## src/wr_defines.svh

```systemverilog
// ==============================
// widths and sizing for the write phase, shared by packages and RTL
// the FIFO threshold must leave room for the three pipeline stages
// ==============================
`ifndef WR_DEFINES_SVH
`define WR_DEFINES_SVH

// byte address of a cache line write
`define WR_ADDR_W 52
// pattern register width, trimmed later to the programmed size
`define WR_PAT_W 32
// width of N and of the increment count NAI
`define WR_N_W 9
// width of the real address increment
`define WR_RAI_W 38

// one write is always a full 64-byte line in a single beat
`define WR_LINE_BYTES 64
`define WR_LINE_W 512

// entry FIFO between the pipeline and the issue unit
`define WR_FIFO_DEPTH 16
`define WR_FIFO_PTR_W 4
// generation pauses at this fill level, leaving 6 spare places
`define WR_FIFO_THRESH 10

`endif

```

## src/wr_cfg_pkg.sv

```systemverilog
// ==============================
// phase configuration types, held stable by the user while busy
// ==============================
`default_nettype none

`include "wr_defines.svh"

package wr_cfg_pkg;

  // pattern size in bytes, taken from the low end of the pattern
  // codes outside this list give an all-zero pattern
  typedef enum logic [2:0] {
    PAT_SIZE_0 = 3'd0,
    PAT_SIZE_1 = 3'd1,
    PAT_SIZE_2 = 3'd2,
    PAT_SIZE_4 = 3'd4
  } pat_size_e;

  // everything one start pulse needs, 199 bits
  typedef struct packed {
    // base address X of the first write
    logic [`WR_ADDR_W-1:0] x;
    // start pattern P, incremented once per write
    logic [`WR_PAT_W-1:0] p;
    // real address increment between consecutive writes
    logic [`WR_RAI_W-1:0] rai;
    // last N value, so NAI+1 writes are made
    logic [`WR_N_W-1:0] nai;
    pat_size_e pat_size;
    // one bit per byte of the line, also used as the write strobes
    logic [`WR_LINE_BYTES-1:0] byte_mask;
    // when set only the write for N equal to 0 is issued
    logic single;
  } wr_cfg_t;

endpackage

`default_nettype wire

```

## src/wr_stream_pkg.sv

```systemverilog
// ==============================
// types for FIFO entries, the two write channels and the phase FSM
// ==============================
`default_nettype none

`include "wr_defines.svh"

package wr_stream_pkg;

  // one generated write, 93 bits, carried through the entry FIFO
  typedef struct packed {
    logic [`WR_N_W-1:0] n;
    logic [`WR_ADDR_W-1:0] addr;
    // pattern already trimmed to the programmed size
    logic [`WR_PAT_W-1:0] pattern;
  } wr_entry_t;

  // write address channel, id carries the N value, 62 bits
  typedef struct packed {
    logic valid;
    logic [`WR_ADDR_W-1:0] addr;
    logic [`WR_N_W-1:0] id;
  } wr_aw_t;

  // write data channel, one beat per line so last is always set, 578 bits
  typedef struct packed {
    logic valid;
    logic [`WR_LINE_W-1:0] data;
    logic [`WR_LINE_BYTES-1:0] strb;
    logic last;
  } wr_w_t;

  // phase FSM, generation runs in RUN and the FIFO empties in DRAIN
  typedef enum logic [1:0] {
    IDLE     = 2'd0,
    RUN      = 2'd1,
    DRAIN    = 2'd2,
    COMPLETE = 2'd3
  } ctrl_state_e;

endpackage

`default_nettype wire
```

## src/wr_addr_pattern_pipe.sv

```systemverilog
// ==============================
// fixed latency of three cycles from stage 1 to the FIFO write
// i_cfg must stay stable for the whole phase
// ==============================
`default_nettype none
`timescale 1ns/100ps

`include "wr_defines.svh"

module wr_addr_pattern_pipe (
  input  logic clk,
  input  logic reset_n,
  input  logic i_launch,
  input  logic i_active,
  input  wr_cfg_pkg::wr_cfg_t i_cfg,
  input  logic i_thresh,
  output wr_stream_pkg::wr_entry_t o_entry,
  output logic o_entry_valid,
  output logic o_gen_done
);
  import wr_cfg_pkg::*;

  logic [`WR_N_W-1:0] last_n;
  logic [`WR_ADDR_W-1:0] rai_ext;

  logic s1_valid;
  logic [`WR_N_W-1:0] s1_n;
  logic [`WR_PAT_W-1:0] s1_p;
  logic [`WR_PAT_W-1:0] s1_trim;

  logic s2_valid;
  logic [`WR_N_W-1:0] s2_n;
  logic [`WR_ADDR_W-1:0] s2_off;
  logic [`WR_PAT_W-1:0] s2_pat;

  logic s3_valid;
  logic [`WR_N_W-1:0] s3_n;
  logic [`WR_ADDR_W-1:0] s3_addr;
  logic [`WR_PAT_W-1:0] s3_pat;

  // single transaction mode stops after N equal to 0
  assign last_n  = i_cfg.single ? '0 : i_cfg.nai;
  assign rai_ext = {{(`WR_ADDR_W - `WR_RAI_W){1'b0}}, i_cfg.rai};

  // keep only pat_size low bytes, unknown sizes give a zero pattern
  always_comb
  begin
    case (i_cfg.pat_size)
      PAT_SIZE_4: s1_trim = s1_p;
      PAT_SIZE_2: s1_trim = {16'h0000, s1_p[15:0]};
      PAT_SIZE_1: s1_trim = {24'h000000, s1_p[7:0]};
      default:    s1_trim = '0;
    endcase
  end

  // stage 1 holds the last emitted N, and a new item appears only below threshold
  always_ff @(posedge clk)
  begin
    if (!reset_n)
    begin
      s1_valid <= 1'b0;
      s1_n     <= '0;
    end
    else if (i_launch)
    begin
      s1_valid <= 1'b1;
      s1_n     <= '0;
    end
    else if (!i_active || i_thresh)
      s1_valid <= 1'b0;
    else if (s1_n < last_n)
    begin
      s1_valid <= 1'b1;
      s1_n     <= s1_n + 1'b1;
    end
    else
      s1_valid <= 1'b0;
  end

  // the pattern steps together with N
  always_ff @(posedge clk)
  begin
    if (i_launch)
      s1_p <= i_cfg.p;
    else if (i_active && !i_thresh && (s1_n < last_n))
      s1_p <= s1_p + 1'b1;
  end

  // stages 2 and 3 always advance, so items in flight still reach the FIFO
  always_ff @(posedge clk)
  begin
    if (!reset_n)
    begin
      s2_valid   <= 1'b0;
      s3_valid   <= 1'b0;
      o_gen_done <= 1'b0;
    end
    else
    begin
      s2_valid <= i_active && s1_valid;
      s3_valid <= i_active && s2_valid;
      // gen_done rises once the last item has been written to the FIFO
      if (i_launch)
        o_gen_done <= 1'b0;
      else if (s3_valid && (s3_n == last_n))
        o_gen_done <= 1'b1;
    end
  end

  // N times RAI is built by adding rai once per emitted item
  always_ff @(posedge clk)
  begin
    if (s1_valid)
    begin
      s2_n   <= s1_n;
      s2_off <= (s1_n == '0) ? '0 : s2_off + rai_ext;
      s2_pat <= s1_trim;
    end
    if (s2_valid)
    begin
      s3_n    <= s2_n;
      s3_addr <= i_cfg.x + s2_off;
      s3_pat  <= s2_pat;
    end
  end

  assign o_entry.n       = s3_n;
  assign o_entry.addr    = s3_addr;
  assign o_entry.pattern = s3_pat;
  assign o_entry_valid   = s3_valid;

endmodule

`default_nettype wire

```

## src/wr_entry_fifo.sv

```systemverilog
// ==============================
// read-ahead FIFO, the head entry is valid while o_empty is low
// pushes while full and pops while empty are ignored
// ==============================
`default_nettype none
`timescale 1ns/100ps

`include "wr_defines.svh"

module wr_entry_fifo (
  input  logic clk,
  input  logic reset_n,
  input  logic i_clear,
  input  logic i_push,
  input  wr_stream_pkg::wr_entry_t i_entry,
  input  logic i_pop,
  output wr_stream_pkg::wr_entry_t o_entry,
  output logic o_empty,
  output logic o_full,
  output logic o_thresh
);
  import wr_stream_pkg::*;

  wr_entry_t mem [`WR_FIFO_DEPTH];
  logic [`WR_FIFO_PTR_W-1:0] wr_ptr;
  logic [`WR_FIFO_PTR_W-1:0] rd_ptr;
  // one bit wider than the pointers so that full can be told from empty
  logic [`WR_FIFO_PTR_W:0] count;
  logic push_ok;
  logic pop_ok;

  assign push_ok = i_push && !o_full && !i_clear;
  assign pop_ok  = i_pop && !o_empty && !i_clear;

  always_ff @(posedge clk)
  begin
    if (!reset_n || i_clear)
    begin
      wr_ptr <= '0;
      rd_ptr <= '0;
      count  <= '0;
    end
    else
    begin
      if (push_ok)
        wr_ptr <= wr_ptr + 1'b1;
      if (pop_ok)
        rd_ptr <= rd_ptr + 1'b1;
      // simultaneous push and pop leave the count unchanged
      if (push_ok && !pop_ok)
        count <= count + 1'b1;
      else if (pop_ok && !push_ok)
        count <= count - 1'b1;
    end
  end

  always_ff @(posedge clk)
  begin
    if (push_ok)
      mem[wr_ptr] <= i_entry;
  end

  assign o_entry  = mem[rd_ptr];
  assign o_empty  = (count == '0);
  assign o_full   = (count == `WR_FIFO_DEPTH);
  assign o_thresh = (count >= `WR_FIFO_THRESH);

endmodule

`default_nettype wire

```

## src/wr_line_issue.sv

```systemverilog
// ==============================
// one entry in flight, AW and W accepted independently
// byte mask and pattern size must stay stable while busy
// ==============================
`default_nettype none
`timescale 1ns/100ps

`include "wr_defines.svh"

module wr_line_issue (
  input  logic clk,
  input  logic reset_n,
  input  logic i_active,
  input  wr_stream_pkg::wr_entry_t i_entry,
  input  logic i_empty,
  input  logic [`WR_LINE_BYTES-1:0] i_byte_mask,
  input  wr_cfg_pkg::pat_size_e i_pat_size,
  input  logic i_aw_ready,
  input  logic i_w_ready,
  output logic o_pop,
  output wr_stream_pkg::wr_aw_t o_aw,
  output wr_stream_pkg::wr_w_t o_w,
  output logic o_idle
);
  import wr_cfg_pkg::*;
  import wr_stream_pkg::*;

  wr_entry_t ent;
  logic aw_pend;
  logic w_pend;
  logic aw_fire;
  logic w_fire;
  logic finish;
  logic [1:0] sel_mask;
  logic [`WR_LINE_W-1:0] line_data;

  // valids fall in the same cycle that the phase leaves RUN or DRAIN
  assign aw_fire = aw_pend && i_active && i_aw_ready;
  assign w_fire  = w_pend && i_active && i_w_ready;
  assign o_idle  = !aw_pend && !w_pend;
  // the held entry is done once each channel has been accepted
  assign finish  = !o_idle && (!aw_pend || aw_fire) && (!w_pend || w_fire);
  // popping on the finishing cycle lets the next entry follow directly
  assign o_pop   = i_active && !i_empty && (o_idle || finish);

  always_ff @(posedge clk)
  begin
    if (!reset_n || !i_active)
    begin
      aw_pend <= 1'b0;
      w_pend  <= 1'b0;
    end
    else if (o_pop)
    begin
      aw_pend <= 1'b1;
      w_pend  <= 1'b1;
    end
    else
    begin
      if (aw_fire)
        aw_pend <= 1'b0;
      if (w_fire)
        w_pend <= 1'b0;
    end
  end

  always_ff @(posedge clk)
  begin
    if (o_pop)
      ent <= i_entry;
  end

  // byte k of the line takes byte (k mod size) of the pattern
  // size 1 always picks byte 0, and sizes 0 and unknown carry a zero pattern
  always_comb
  begin
    case (i_pat_size)
      PAT_SIZE_4: sel_mask = 2'b11;
      PAT_SIZE_2: sel_mask = 2'b01;
      default:    sel_mask = 2'b00;
    endcase
  end

  always_comb
  begin
    line_data = '0;
    for (int k = 0; k < `WR_LINE_BYTES; k++)
    begin
      if (i_byte_mask[k])
        line_data[8*k +: 8] = ent.pattern[8*(2'(k) & sel_mask) +: 8];
    end
  end

  always_comb
  begin
    o_aw.valid = aw_pend && i_active;
    o_aw.addr  = ent.addr;
    o_aw.id    = ent.n;
    o_w.valid  = w_pend && i_active;
    o_w.data   = line_data;
    o_w.strb   = i_byte_mask;
    // each write is a single beat
    o_w.last   = 1'b1;
  end

endmodule

`default_nettype wire

```

## src/wr_phase_ctrl.sv

```systemverilog
// ==============================
// start is only seen in IDLE, abort only while busy
// the phase ends when the last write is accepted on both channels
// ==============================
`default_nettype none
`timescale 1ns/100ps

module wr_phase_ctrl (
  input  logic clk,
  input  logic reset_n,
  input  logic i_start,
  input  logic i_abort,
  input  logic i_gen_done,
  input  logic i_fifo_empty,
  input  logic i_issue_idle,
  output logic o_launch,
  output logic o_finish,
  output logic o_busy,
  output logic o_done,
  output wr_stream_pkg::ctrl_state_e o_state
);
  import wr_stream_pkg::*;

  ctrl_state_e state;
  ctrl_state_e next_state;

  // start accepted, this pulse loads the pipeline and clears the FIFO
  assign o_launch = (state == IDLE) && i_start;
  // COMPLETE lasts exactly one cycle
  assign o_finish = (state == COMPLETE);
  assign o_state  = state;

  always_comb
  begin
    next_state = state;
    case (state)
      IDLE:
      begin
        if (i_start)
          next_state = RUN;
      end
      RUN:
      begin
        // abort wins over every other condition while busy
        if (i_abort)
          next_state = COMPLETE;
        else if (i_gen_done)
          next_state = DRAIN;
      end
      DRAIN:
      begin
        // the pipeline is finished, wait for FIFO and issue unit to empty
        if (i_abort)
          next_state = COMPLETE;
        else if (i_gen_done && i_fifo_empty && i_issue_idle)
          next_state = COMPLETE;
      end
      default:
        next_state = IDLE;
    endcase
  end

  always_ff @(posedge clk)
  begin
    if (!reset_n)
      state <= IDLE;
    else
      state <= next_state;
  end

  // busy rises after the start edge and falls on the edge that leaves COMPLETE
  always_ff @(posedge clk)
  begin
    if (!reset_n)
      o_busy <= 1'b0;
    else if (o_launch)
      o_busy <= 1'b1;
    else if (o_finish)
      o_busy <= 1'b0;
  end

  // done pulses on the same edge where busy falls
  always_ff @(posedge clk)
  begin
    if (!reset_n)
      o_done <= 1'b0;
    else
      o_done <= o_finish;
  end

endmodule

`default_nettype wire

```

## src/wr_phase_top.sv

```systemverilog
// ==============================
// i_cfg must be held while o_busy is high
// o_done pulses once per phase, also after an abort
// ==============================
`default_nettype none
`timescale 1ns/100ps

module wr_phase_top (
  input  logic clk,
  input  logic reset_n,
  input  logic i_start,
  input  wr_cfg_pkg::wr_cfg_t i_cfg,
  input  logic i_abort,
  output wr_stream_pkg::wr_aw_t o_aw,
  input  logic i_aw_ready,
  output wr_stream_pkg::wr_w_t o_w,
  input  logic i_w_ready,
  output logic o_busy,
  output logic o_done
);
  import wr_stream_pkg::*;

  logic launch;
  logic finish;
  logic gen_done;
  logic fifo_empty;
  logic fifo_thresh;
  logic fifo_pop;
  logic pipe_valid;
  logic issue_idle;
  ctrl_state_e ctrl_state;
  wr_entry_t pipe_entry;
  wr_entry_t fifo_entry;

  // pipeline and issue unit only work while the phase runs or drains
  wire active = (ctrl_state == RUN) || (ctrl_state == DRAIN);
  // entries left behind by an abort are dropped at finish, and again at launch
  wire fifo_clear = launch || finish;

  wr_phase_ctrl ctrl_i (
    .clk          (clk),
    .reset_n      (reset_n),
    .i_start      (i_start),
    .i_abort      (i_abort),
    .i_gen_done   (gen_done),
    .i_fifo_empty (fifo_empty),
    .i_issue_idle (issue_idle),
    .o_launch     (launch),
    .o_finish     (finish),
    .o_busy       (o_busy),
    .o_done       (o_done),
    .o_state      (ctrl_state)
  );

  wr_addr_pattern_pipe pipe_i (
    .clk           (clk),
    .reset_n       (reset_n),
    .i_launch      (launch),
    .i_active      (active),
    .i_cfg         (i_cfg),
    .i_thresh      (fifo_thresh),
    .o_entry       (pipe_entry),
    .o_entry_valid (pipe_valid),
    .o_gen_done    (gen_done)
  );

  // the threshold keeps the FIFO from filling, so full is not needed here
  wr_entry_fifo fifo_i (
    .clk      (clk),
    .reset_n  (reset_n),
    .i_clear  (fifo_clear),
    .i_push   (pipe_valid),
    .i_entry  (pipe_entry),
    .i_pop    (fifo_pop),
    .o_entry  (fifo_entry),
    .o_empty  (fifo_empty),
    .o_full   (),
    .o_thresh (fifo_thresh)
  );

  wr_line_issue issue_i (
    .clk         (clk),
    .reset_n     (reset_n),
    .i_active    (active),
    .i_entry     (fifo_entry),
    .i_empty     (fifo_empty),
    .i_byte_mask (i_cfg.byte_mask),
    .i_pat_size  (i_cfg.pat_size),
    .i_aw_ready  (i_aw_ready),
    .i_w_ready   (i_w_ready),
    .o_pop       (fifo_pop),
    .o_aw        (o_aw),
    .o_w         (o_w),
    .o_idle      (issue_idle)
  );

endmodule

`default_nettype wire

```

## config.mk

```make
export PLATFORM = sky130hd
export DESIGN_NAME = wr_phase_top
export DESIGN_NICKNAME = d
export VERILOG_FILES = /design/src/wr_cfg_pkg.sv /design/src/wr_stream_pkg.sv /design/src/wr_addr_pattern_pipe.sv /design/src/wr_entry_fifo.sv /design/src/wr_line_issue.sv /design/src/wr_phase_ctrl.sv /design/src/wr_phase_top.sv
export VERILOG_INCLUDE_DIRS = /design/src /design/src/src
export SDC_FILE = /design/constraint.sdc
export NUM_CORES = 2
export LEC_CHECK = 0
export BUFFER_PORTS_ARGS = -buffer_cell sky130_fd_sc_hd__clkbuf_2
export CAP_MARGIN = 20
export CELL_PAD_IN_SITES_DETAIL_PLACEMENT = 1
export CELL_PAD_IN_SITES_GLOBAL_PLACEMENT = 1
export CORE_ASPECT_RATIO = 1.1
export CORE_MARGIN = 5
export CORE_UTILIZATION = 50
export CTS_BUF_LIST = sky130_fd_sc_hd__clkbuf_4
export DETAILED_ROUTE_END_ITERATION = 10
export MAX_ROUTING_LAYER = met4
export PLACE_DENSITY_LB_ADDON = 0.1
export RECOVER_POWER = 50
export SYNTH_ARGS = -nofsm -noshare
export SYNTH_HDL_FRONTEND = slang
export SYNTH_HIERARCHICAL = 1
export SYNTH_SLANG_ARGS = --single-unit
```

## constraint.sdc

```tcl
create_clock -name clk -period 13.19 [get_ports clk]
set_input_delay 1.319 -clock clk [delete_from_list [all_inputs] [get_ports clk]]
set_output_delay 1.319 -clock clk [all_outputs]
set_load 0.01 [all_outputs]
```

=== After elaboration in Yosys (flattened, before gate mapping) ===
Memory sizes are Yosys's and may differ from the RTL's. A register that Yosys moved wholly into a read port is not among the register bits.
Index checks and enable logic that the tools add are counted.

* Register bits after elaboration: 250
* Memory bits (writable): 1488
* Bits of input ports: 205
* Output and inout port bits: 642
* Word-level logic and storage cells: 188
* Memories kept: 1

* $add $sub $neg: 8
* $lt $le $gt $ge: 2
* Equality and inequality tests: 11
* Shift operators: 3
* Muxes and demuxes: 88
* Bitwise operators: 2
* Reduce and logical (&&, ||, !) cells: 53

{| class="wikitable"
|+ Memory list
! name !! words !! bits a word !! rd ports !! clocked after memory_dff !! wr ports !! RTL line !! text
|-
| fifo_i.mem || 16 || 93 || 1 || 1 || 1 || wr_entry_fifo.sv:24 || <nowiki>wr_entry_t mem [`WR_FIFO_DEPTH];</nowiki>
|}

{| class="wikitable"
|+ Operators with widths
! operator !! count
|-
| 8-bit 2-to-1 mux || 64
|-
| 32-bit case mux with 3 select lines || 1
|-
| 32-bit 2-to-1 mux || 2
|-
| 32-bit by 6-bit indexed part select with 8-bit output || 2
|-
| 52-bit by 38-bit adder with 52-bit output || 1
|-
| 52-bit adder || 1
|-
| 32-bit by 1-bit adder with 32-bit output, second input constant || 1
|-
| 32-bit by 5-bit indexed part select with 8-bit output || 1
|-
| 1-bit logical AND || 23
|-
| 1-bit logical NOT || 11
|-
| 1-bit 2-to-1 mux || 11
|-
| 2-bit 2-to-1 mux || 5
|-
| 5-bit 2-to-1 mux || 2
|-
| 2-bit nonzero test || 5
|-
| 9-bit by 1-bit adder with 9-bit output, second input constant || 1
|-
| 9-bit equality test || 1
|-
| 9-bit logical NOT || 1
|-
| 9-bit < comparator || 1
|-
| 9-bit 2-to-1 mux || 1
|-
| 4-bit by 1-bit adder with 4-bit output, second input constant || 2
|-
| 1-bit logical OR || 8
|-
| 3-bit by 2-bit != test with 1-bit output, second input constant || 2
|-
| 2-bit case mux with 3 select lines || 1
|-
| 5-bit by 1-bit adder with 5-bit output, second input constant || 1
|-
| 16 further kinds || 18
|}

=== Depth between registers and ports, before layout ===
* Depth in word-level cells: 14
* Depth in mapped cells: 13
* Mapped depth without buffers: 13

=== Modules after synthesis ===
Netlist, hierarchy kept.

{| class="wikitable"
|+ Modules (own cells, without submodules)
! module !! instances !! cells each !! area each (sq um) !! seq. area each (sq um)
|-
| wr_entry_fifo || 1 || 2383 || 56406.6 || 45023.2
|-
| wr_addr_pattern_pipe || 1 || 1324 || 13944.6 || 6806.5
|-
| wr_line_issue || 1 || 1164 || 9490.4 || 2832.7
|-
| wr_phase_ctrl || 1 || 26 || 259.0 || 80.1
|-
| wr_phase_top || 1 || 2 || 15.0 || 0.0
|}

=== Least setup slack after synthesis ===
Ideal clock, no wire load.

* Path type: input to register
* Start: input i_aw_ready
* End: register fifo_i.count[4]
* Setup time: 0.116 ns
* Data arrival time: 10.638 ns
* Data required time: 13.074 ns
* Slack: 2.436 ns
* Stages: 11
* Buffers on the path: 0
* Cells stage by stage: a21boi_0 > nor3b_1 > o21ai_2 > or2_2 > ha_1 > inv_1 > ha_1 > a21oi_1 > a211o_1 > a211oi_1 > a31o_2

* Longest elaborated chain between the ends: 11
* Elaborated cells between the ends (all ways): 13
* Those cells by class: mux: 1; reduce/logical: 12

{| class="wikitable"
|+ Ends and longest elaborated chain
! what !! RTL line !! text
|-
| start, declared || wr_phase_top.sv:15 || <nowiki>input logic i_aw_ready,</nowiki>
|-
| 1-bit logical AND * || wr_line_issue.sv:38 || <nowiki>assign aw_fire = aw_pend && i_active && i_aw_ready;</nowiki>
|-
| 1-bit logical OR * || wr_line_issue.sv:42 || <nowiki>assign finish = !o_idle && (!aw_pend || aw_fire) && (!w_pend || w_fire);</nowiki>
|-
| 1-bit logical AND * (2 in series) || wr_line_issue.sv:42 ||
|-
| 1-bit logical OR * || wr_line_issue.sv:44 || <nowiki>assign o_pop = i_active && !i_empty && (o_idle || finish);</nowiki>
|-
| 1-bit logical AND * || wr_line_issue.sv:44 ||
|-
| named net fifo_pop || wr_phase_top.sv:28 || <nowiki>logic fifo_pop;</nowiki>
|-
| 1-bit logical AND * (2 in series) || wr_entry_fifo.sv:33 || <nowiki>assign pop_ok = i_pop && !o_empty && !i_clear;</nowiki>
|-
| 1-bit logical NOT || wr_entry_fifo.sv:50 || <nowiki>if (push_ok && !pop_ok)</nowiki>
|-
| 1-bit logical AND || wr_entry_fifo.sv:50 ||
|-
| 5-bit 2-to-1 mux or 2-bit nonzero test (tied branches) || n/a ||
|-
| end signal, assigned || wr_entry_fifo.sv:51 || <nowiki>count <= count + 1'b1;</nowiki>
|-
| end signal, assigned || wr_entry_fifo.sv:53 || <nowiki>count <= count - 1'b1;</nowiki>
|-
| end, declared || wr_entry_fifo.sv:28 || <nowiki>logic [`WR_FIFO_PTR_W:0] count;</nowiki>
|}

The timed path passes the listed nets; every way through them passes the cells marked *.
A chain may end at the register's enable or synchronous reset.

=== Worst setup path after layout ===
* Start: register ctrl_i.state[0], in the netlist ctrl_i/o_state[0]
* End: register fifo_i.rd_ptr[3]

* Longest elaborated chain between the ends: 11
* Elaborated cells between the ends (all ways): 22
* Those cells by class: eq/ne: 3; reduce/logical: 19

{| class="wikitable"
|+ Ends and longest elaborated chain
! what !! RTL line !! text
|-
| start, declared || wr_phase_ctrl.sv:24 || <nowiki>ctrl_state_e state;</nowiki>
|-
| start signal, assigned || wr_phase_ctrl.sv:68 || <nowiki>state <= next_state;</nowiki>
|-
| 2-bit by 1-bit equality test with 1-bit output or 2-bit equality test (tied branches) || wr_phase_top.sv:36 || <nowiki>wire active = (ctrl_state == RUN) || (ctrl_state == DRAIN);</nowiki>
|-
| 1-bit logical OR * || wr_phase_top.sv:36 ||
|-
| named net active || wr_phase_top.sv:36 ||
|-
| 1-bit logical AND (2 in series) || wr_line_issue.sv:38 ||
|-
| 1-bit logical OR || wr_line_issue.sv:42 ||
|-
| 1-bit logical AND (2 in series) || wr_line_issue.sv:42 ||
|-
| 1-bit logical OR || wr_line_issue.sv:44 ||
|-
| 1-bit logical AND * || wr_line_issue.sv:44 ||
|-
| named net fifo_pop || wr_phase_top.sv:28 ||
|-
| 1-bit logical AND * (2 in series) || wr_entry_fifo.sv:33 ||
|-
| end signal, assigned || wr_entry_fifo.sv:48 || <nowiki>rd_ptr <= rd_ptr + 1'b1;</nowiki>
|-
| end, declared || wr_entry_fifo.sv:26 || <nowiki>logic [`WR_FIFO_PTR_W-1:0] rd_ptr;</nowiki>
|}

Marks and branches as above.

==> metrics.md <==
| Metric | Value |
|---|---|
| Status | finished with violations |
| Failing checks | capacitance limit, slew limit |
| 1st-pass router iterations | 7 |
| Dpl ws | ~7600 ps |
| Post-route setup TNS | 0 ps |
| RSZ-0062 raised after global routing | no |
| Drt initial violations | around 3700 |
| Final worst slack | 4380 ps |
| Highest-count cells in the layout ignoring fill and taps | 1799 x edfxtp_1, 728 x clkbuf_2, 634 x clkbuf_4 |
| Htree depth | 5 |
| CTS clock-pin slew for the worst setup and hold paths | about 80 ps |
| Clock skew | roughly 110 ps |
| GRT Total Usage | approximately 29% |
| Critical Path AT | 10060 ps |
| Post-route clock period utilization | around 67% |
| Ys flop type | edfxtp_1 |
| Pin count of the biggest net entering global routing | between 100 and 150 |
| Post-CTS Setup Bufs | 0 |
| Final cell count without fillers | 8287 |
| Total power | about 14 mW |
| Post-synth top area cell | edfxtp_1 |
| Worst setup EP type | register |
| Global-route wire length before repair | roughly 350 mm |
| Nets@finish | 6181 |
| Pwr dens | between 150 and 200 nW/µm² |
| F_max | 0.113 GHz |
| R2R setup slack | about 4400 ps |
| Max Cap Viol | 13 |
| Num rows | 154 |
| Synthesized Nets | ~5200 |
| Synth Warn # | 6 |
| DR vias | ~49000 |
| Avg Inst Size Synth | between 15 and 20 µm² |
| Total grt overflow | 0 |
| TritonCTS Buffers | 451 |
| Final WL | 243 mm |
| CP Cell Sequence | xor2_1 -> a21boi_0 -> nor3b_2 -> clkbuf_1 -> o211ai_1 -> xor2_1 -> nor2_1 |
| TritonCTS clock tree | done |
| Hold Fails Final Rpt | 0 |
| Critical Path Source Type | register |
| Placed cell areas | 85500 µm² |
| Maximum vdd drop | 149 µV |
| Fin area | around 91000 µm² |
| WL/cell | about 29 µm |
| Psw | between 3 and 4 mW |
| Sw Share | 27.8% |
| Fin util | a little under three fifths |
| Post-CTS resize count | 0 |
| CP Class | reg -> reg |
| WL met3 | approximately 17 mm |
| Crit path top cell by count | xor2_1 |
| Clock buffer depth | 4 |
| Hold Crit Class | in -> reg |
| Syn Std Cell Area | about 80000 µm² |
| Internal | a little under 10 mW |
| Min cycle time layout | ~8800 ps |
| Drt drc | 0 |
| Ys async rst share | 0% |
| Uppermost routed layer | met4 |
| Syn Inst Count | a little under 5000 |
| Die area | between 150000 and 200000 µm² |
| Post-DP HPWL | ~150 mm |
| Met2 wire len | approximately 120 mm |
| Initial core utilization | between 50% and 60% |
| Tightest Pin Transition | 8060 ps |
| Synth area leaders | edfxtp_1 67%, mux4_2 10%, nand2_1 2.3% |
| CP Max Fanout | 95 |
| Via density | 5.86 |
| Core Area | approximately 160000 µm² |
| Width of the die | 392 µm |
| IO Port Bufs | about 850 |
| P&R area growth vs syn | 13.2% |
| Slew Limit Fails | around 580 |
| Die Ht | between 400 and 500 µm |
| Final hold slack | ~300 ps |
| Placed cells | 7512 |
| Remaining antenna violation count | 0 |
| Layout cell share with drive strength beyond 1 | between 30% and 40% |
| Post-synth top area share | about two thirds |
| Clock power share | 33.1% |
| Post-synthesis sequential area ratio | around two thirds |
| Leak | 32.2 nW |
| Combinational share of power | 14.2% |
| Part of the power in registers | approximately 53% |
| EDFF count, synth | between 1500 and 2000 |
| CTS Hold Bufs | 0 |
| Slew headroom | -437% |
| Setup Viol. Count Final | 0 |
| Worst EP required | between 10000 and 15000 ps |
| Worst path max stage delay | approximately 5600 ps |
| Commonest non-fill, non-tap cell in the layout | edfxtp_1 |
| Io pins | roughly 850 |
| Flops & latches, synth | around 1800 |
| Clk root buf | clkbuf_4 |
| Antenna violations before repair | 22 |
| Unique masters post-synth | slightly below 80 |
| # clock sinks | 1835 |
| Gpl congestion | 0.841 |
| Met1 WL | ~95 mm |
| Vias in the first global route | roughly 51000 |
| CP max stage cell | clkbuf_1 |
| Skew-Pair Late Insertion Delay | ~1300 ps |
[critical path, delay by kind of cell, from the launching register on]
| kind | cells | cell delay, ps |
|---|---|---|
| DFF | 1 | 420 |
| xor gates and xnor gates | 2 | 1080 |
| and+or+nand+nor | 2 | 670 |
| AOI/OAI and AO/OA | 2 | 930 |
| buffers and inverters | 1 | 5610 |
[cell families (layout without fill, tap and decap cells)]
| family | count (synthesis) | after routing | share of synthesized area, % |
|---|---|---|---|
| buffers and inverters | 445 | 1711 | 3.07 |
| adders and majority gates | 116 | 116 | 1.84 |
| and+or+nand+nor | 1281 | 1281 | 8.15 |
| xor gates and xnor gates | 139 | 139 | 1.54 |
| muxes | 516 | 516 | 12.3 |
| DFF | 1835 | 1835 | 68.3 |
| AOI/OAI and AO/OA | 566 | 566 | 4.81 |
| other | 1 | 17 | 0.00468 |
[sequential cells by signal, summed over array words and instances, names as in the netlist, 2 cells and up, named ones only]
register        flops
pipe_i/s3_addr     52
fifo_i/wr_ptr       4
fifo_i/count        5
pipe_i/s1_n         9
pipe_i/s3_pat      32
pipe_i/s1_p        32
issue_i/o_aw       61
ctrl_i/o_state      2
fifo_i/rd_ptr       4
pipe_i/s2_n         9
pipe_i/s2_pat      32
pipe_i/s2_off      52
issue_i/ent        32
pipe_i/s3_n         9
fifo_i/mem       1488
[power by group through the flow]
| stage | clock network, mW | registers, mW | logic [mW] |
|---|---|---|---|
| final | 4.54 | 7.23 | 1.94 |
| after global routing | 5.04 | 7.27 | 2.12 |
| after CTS | 4.68 | 7.21 | 1.96 |
| after detailed placement | 0 | 7.33 | 1.95 |
| after global placement | 0 | 7.31 | 1.92 |
| after floorplan | 0 | 7.20 | 1.26 |
[Yosys cell counts (5+ instances only)]
cell / number
xor2_1: 69
and2b_1: 24
nor4b_1: 18
nand4_1: 28
and3_1: 154
nor2_1: 131
nor4_1: 8
nand2b_1: 24
a21o_1: 60
a211o_1: 6
o211ai_1: 9
dfxtp_1: 36
a31o_2: 5
nor2b_1: 117
a22oi_1: 186
o31ai_1: 7
nor3b_1: 6
and2_1: 191
buf_1: 12
ha_1: 113
inv_1: 32
or2_2: 7
a31oi_1: 20
and4_1: 9
buf_6: 28
edfxtp_1: 1799
buf_2: 49
o21ai_0: 82
o21bai_1: 19
mux4_2: 372
mux2i_1: 143
buf_4: 137
o21a_1: 15
xnor2_1: 69
a21oi_1: 107
clkbuf_1: 187
nand2_1: 489
a211oi_1: 11
nor3_1: 14
nand3_1: 42
a21boi_0: 6
[area by class of cell]
type	count	area (µm²)
Timing Repair Buffer	921	4660
Fill cell	15400	69000
Multi-Input combinational cell	2619	23100
Clock inverter	124	688
Tap cell	2106	2640
Sequential cell	1835	54800
Inverter	32	120
Clock buffer	634	4760
Antenna cell	16	40.0
[metal layers]
metal / vias up / track usage, %
met2: 2003 / 49.3
met5: - / -
met4: 0 / 8.33
li1: 21100 / -
met3: 322 / 5.25
met1: 25200 / 37.1
[path summary, 6_finish.rpt]
check / to / depth (start not counted) / startpoint
worst min register to register: pipe_i/s3_pat[30] / 0 / pipe_i/s2_pat[30]
worst min-delay path: pipe_i/s1_p[9] / 3 / i_cfg[124]
worst max register to register: fifo_i/rd_ptr[3] / 7 / ctrl_i/o_state[0]
worst max-delay path: fifo_i/rd_ptr[3] / 7 / ctrl_i/o_state[0]
Note: power is estimated with default switching activity, not from simulation.
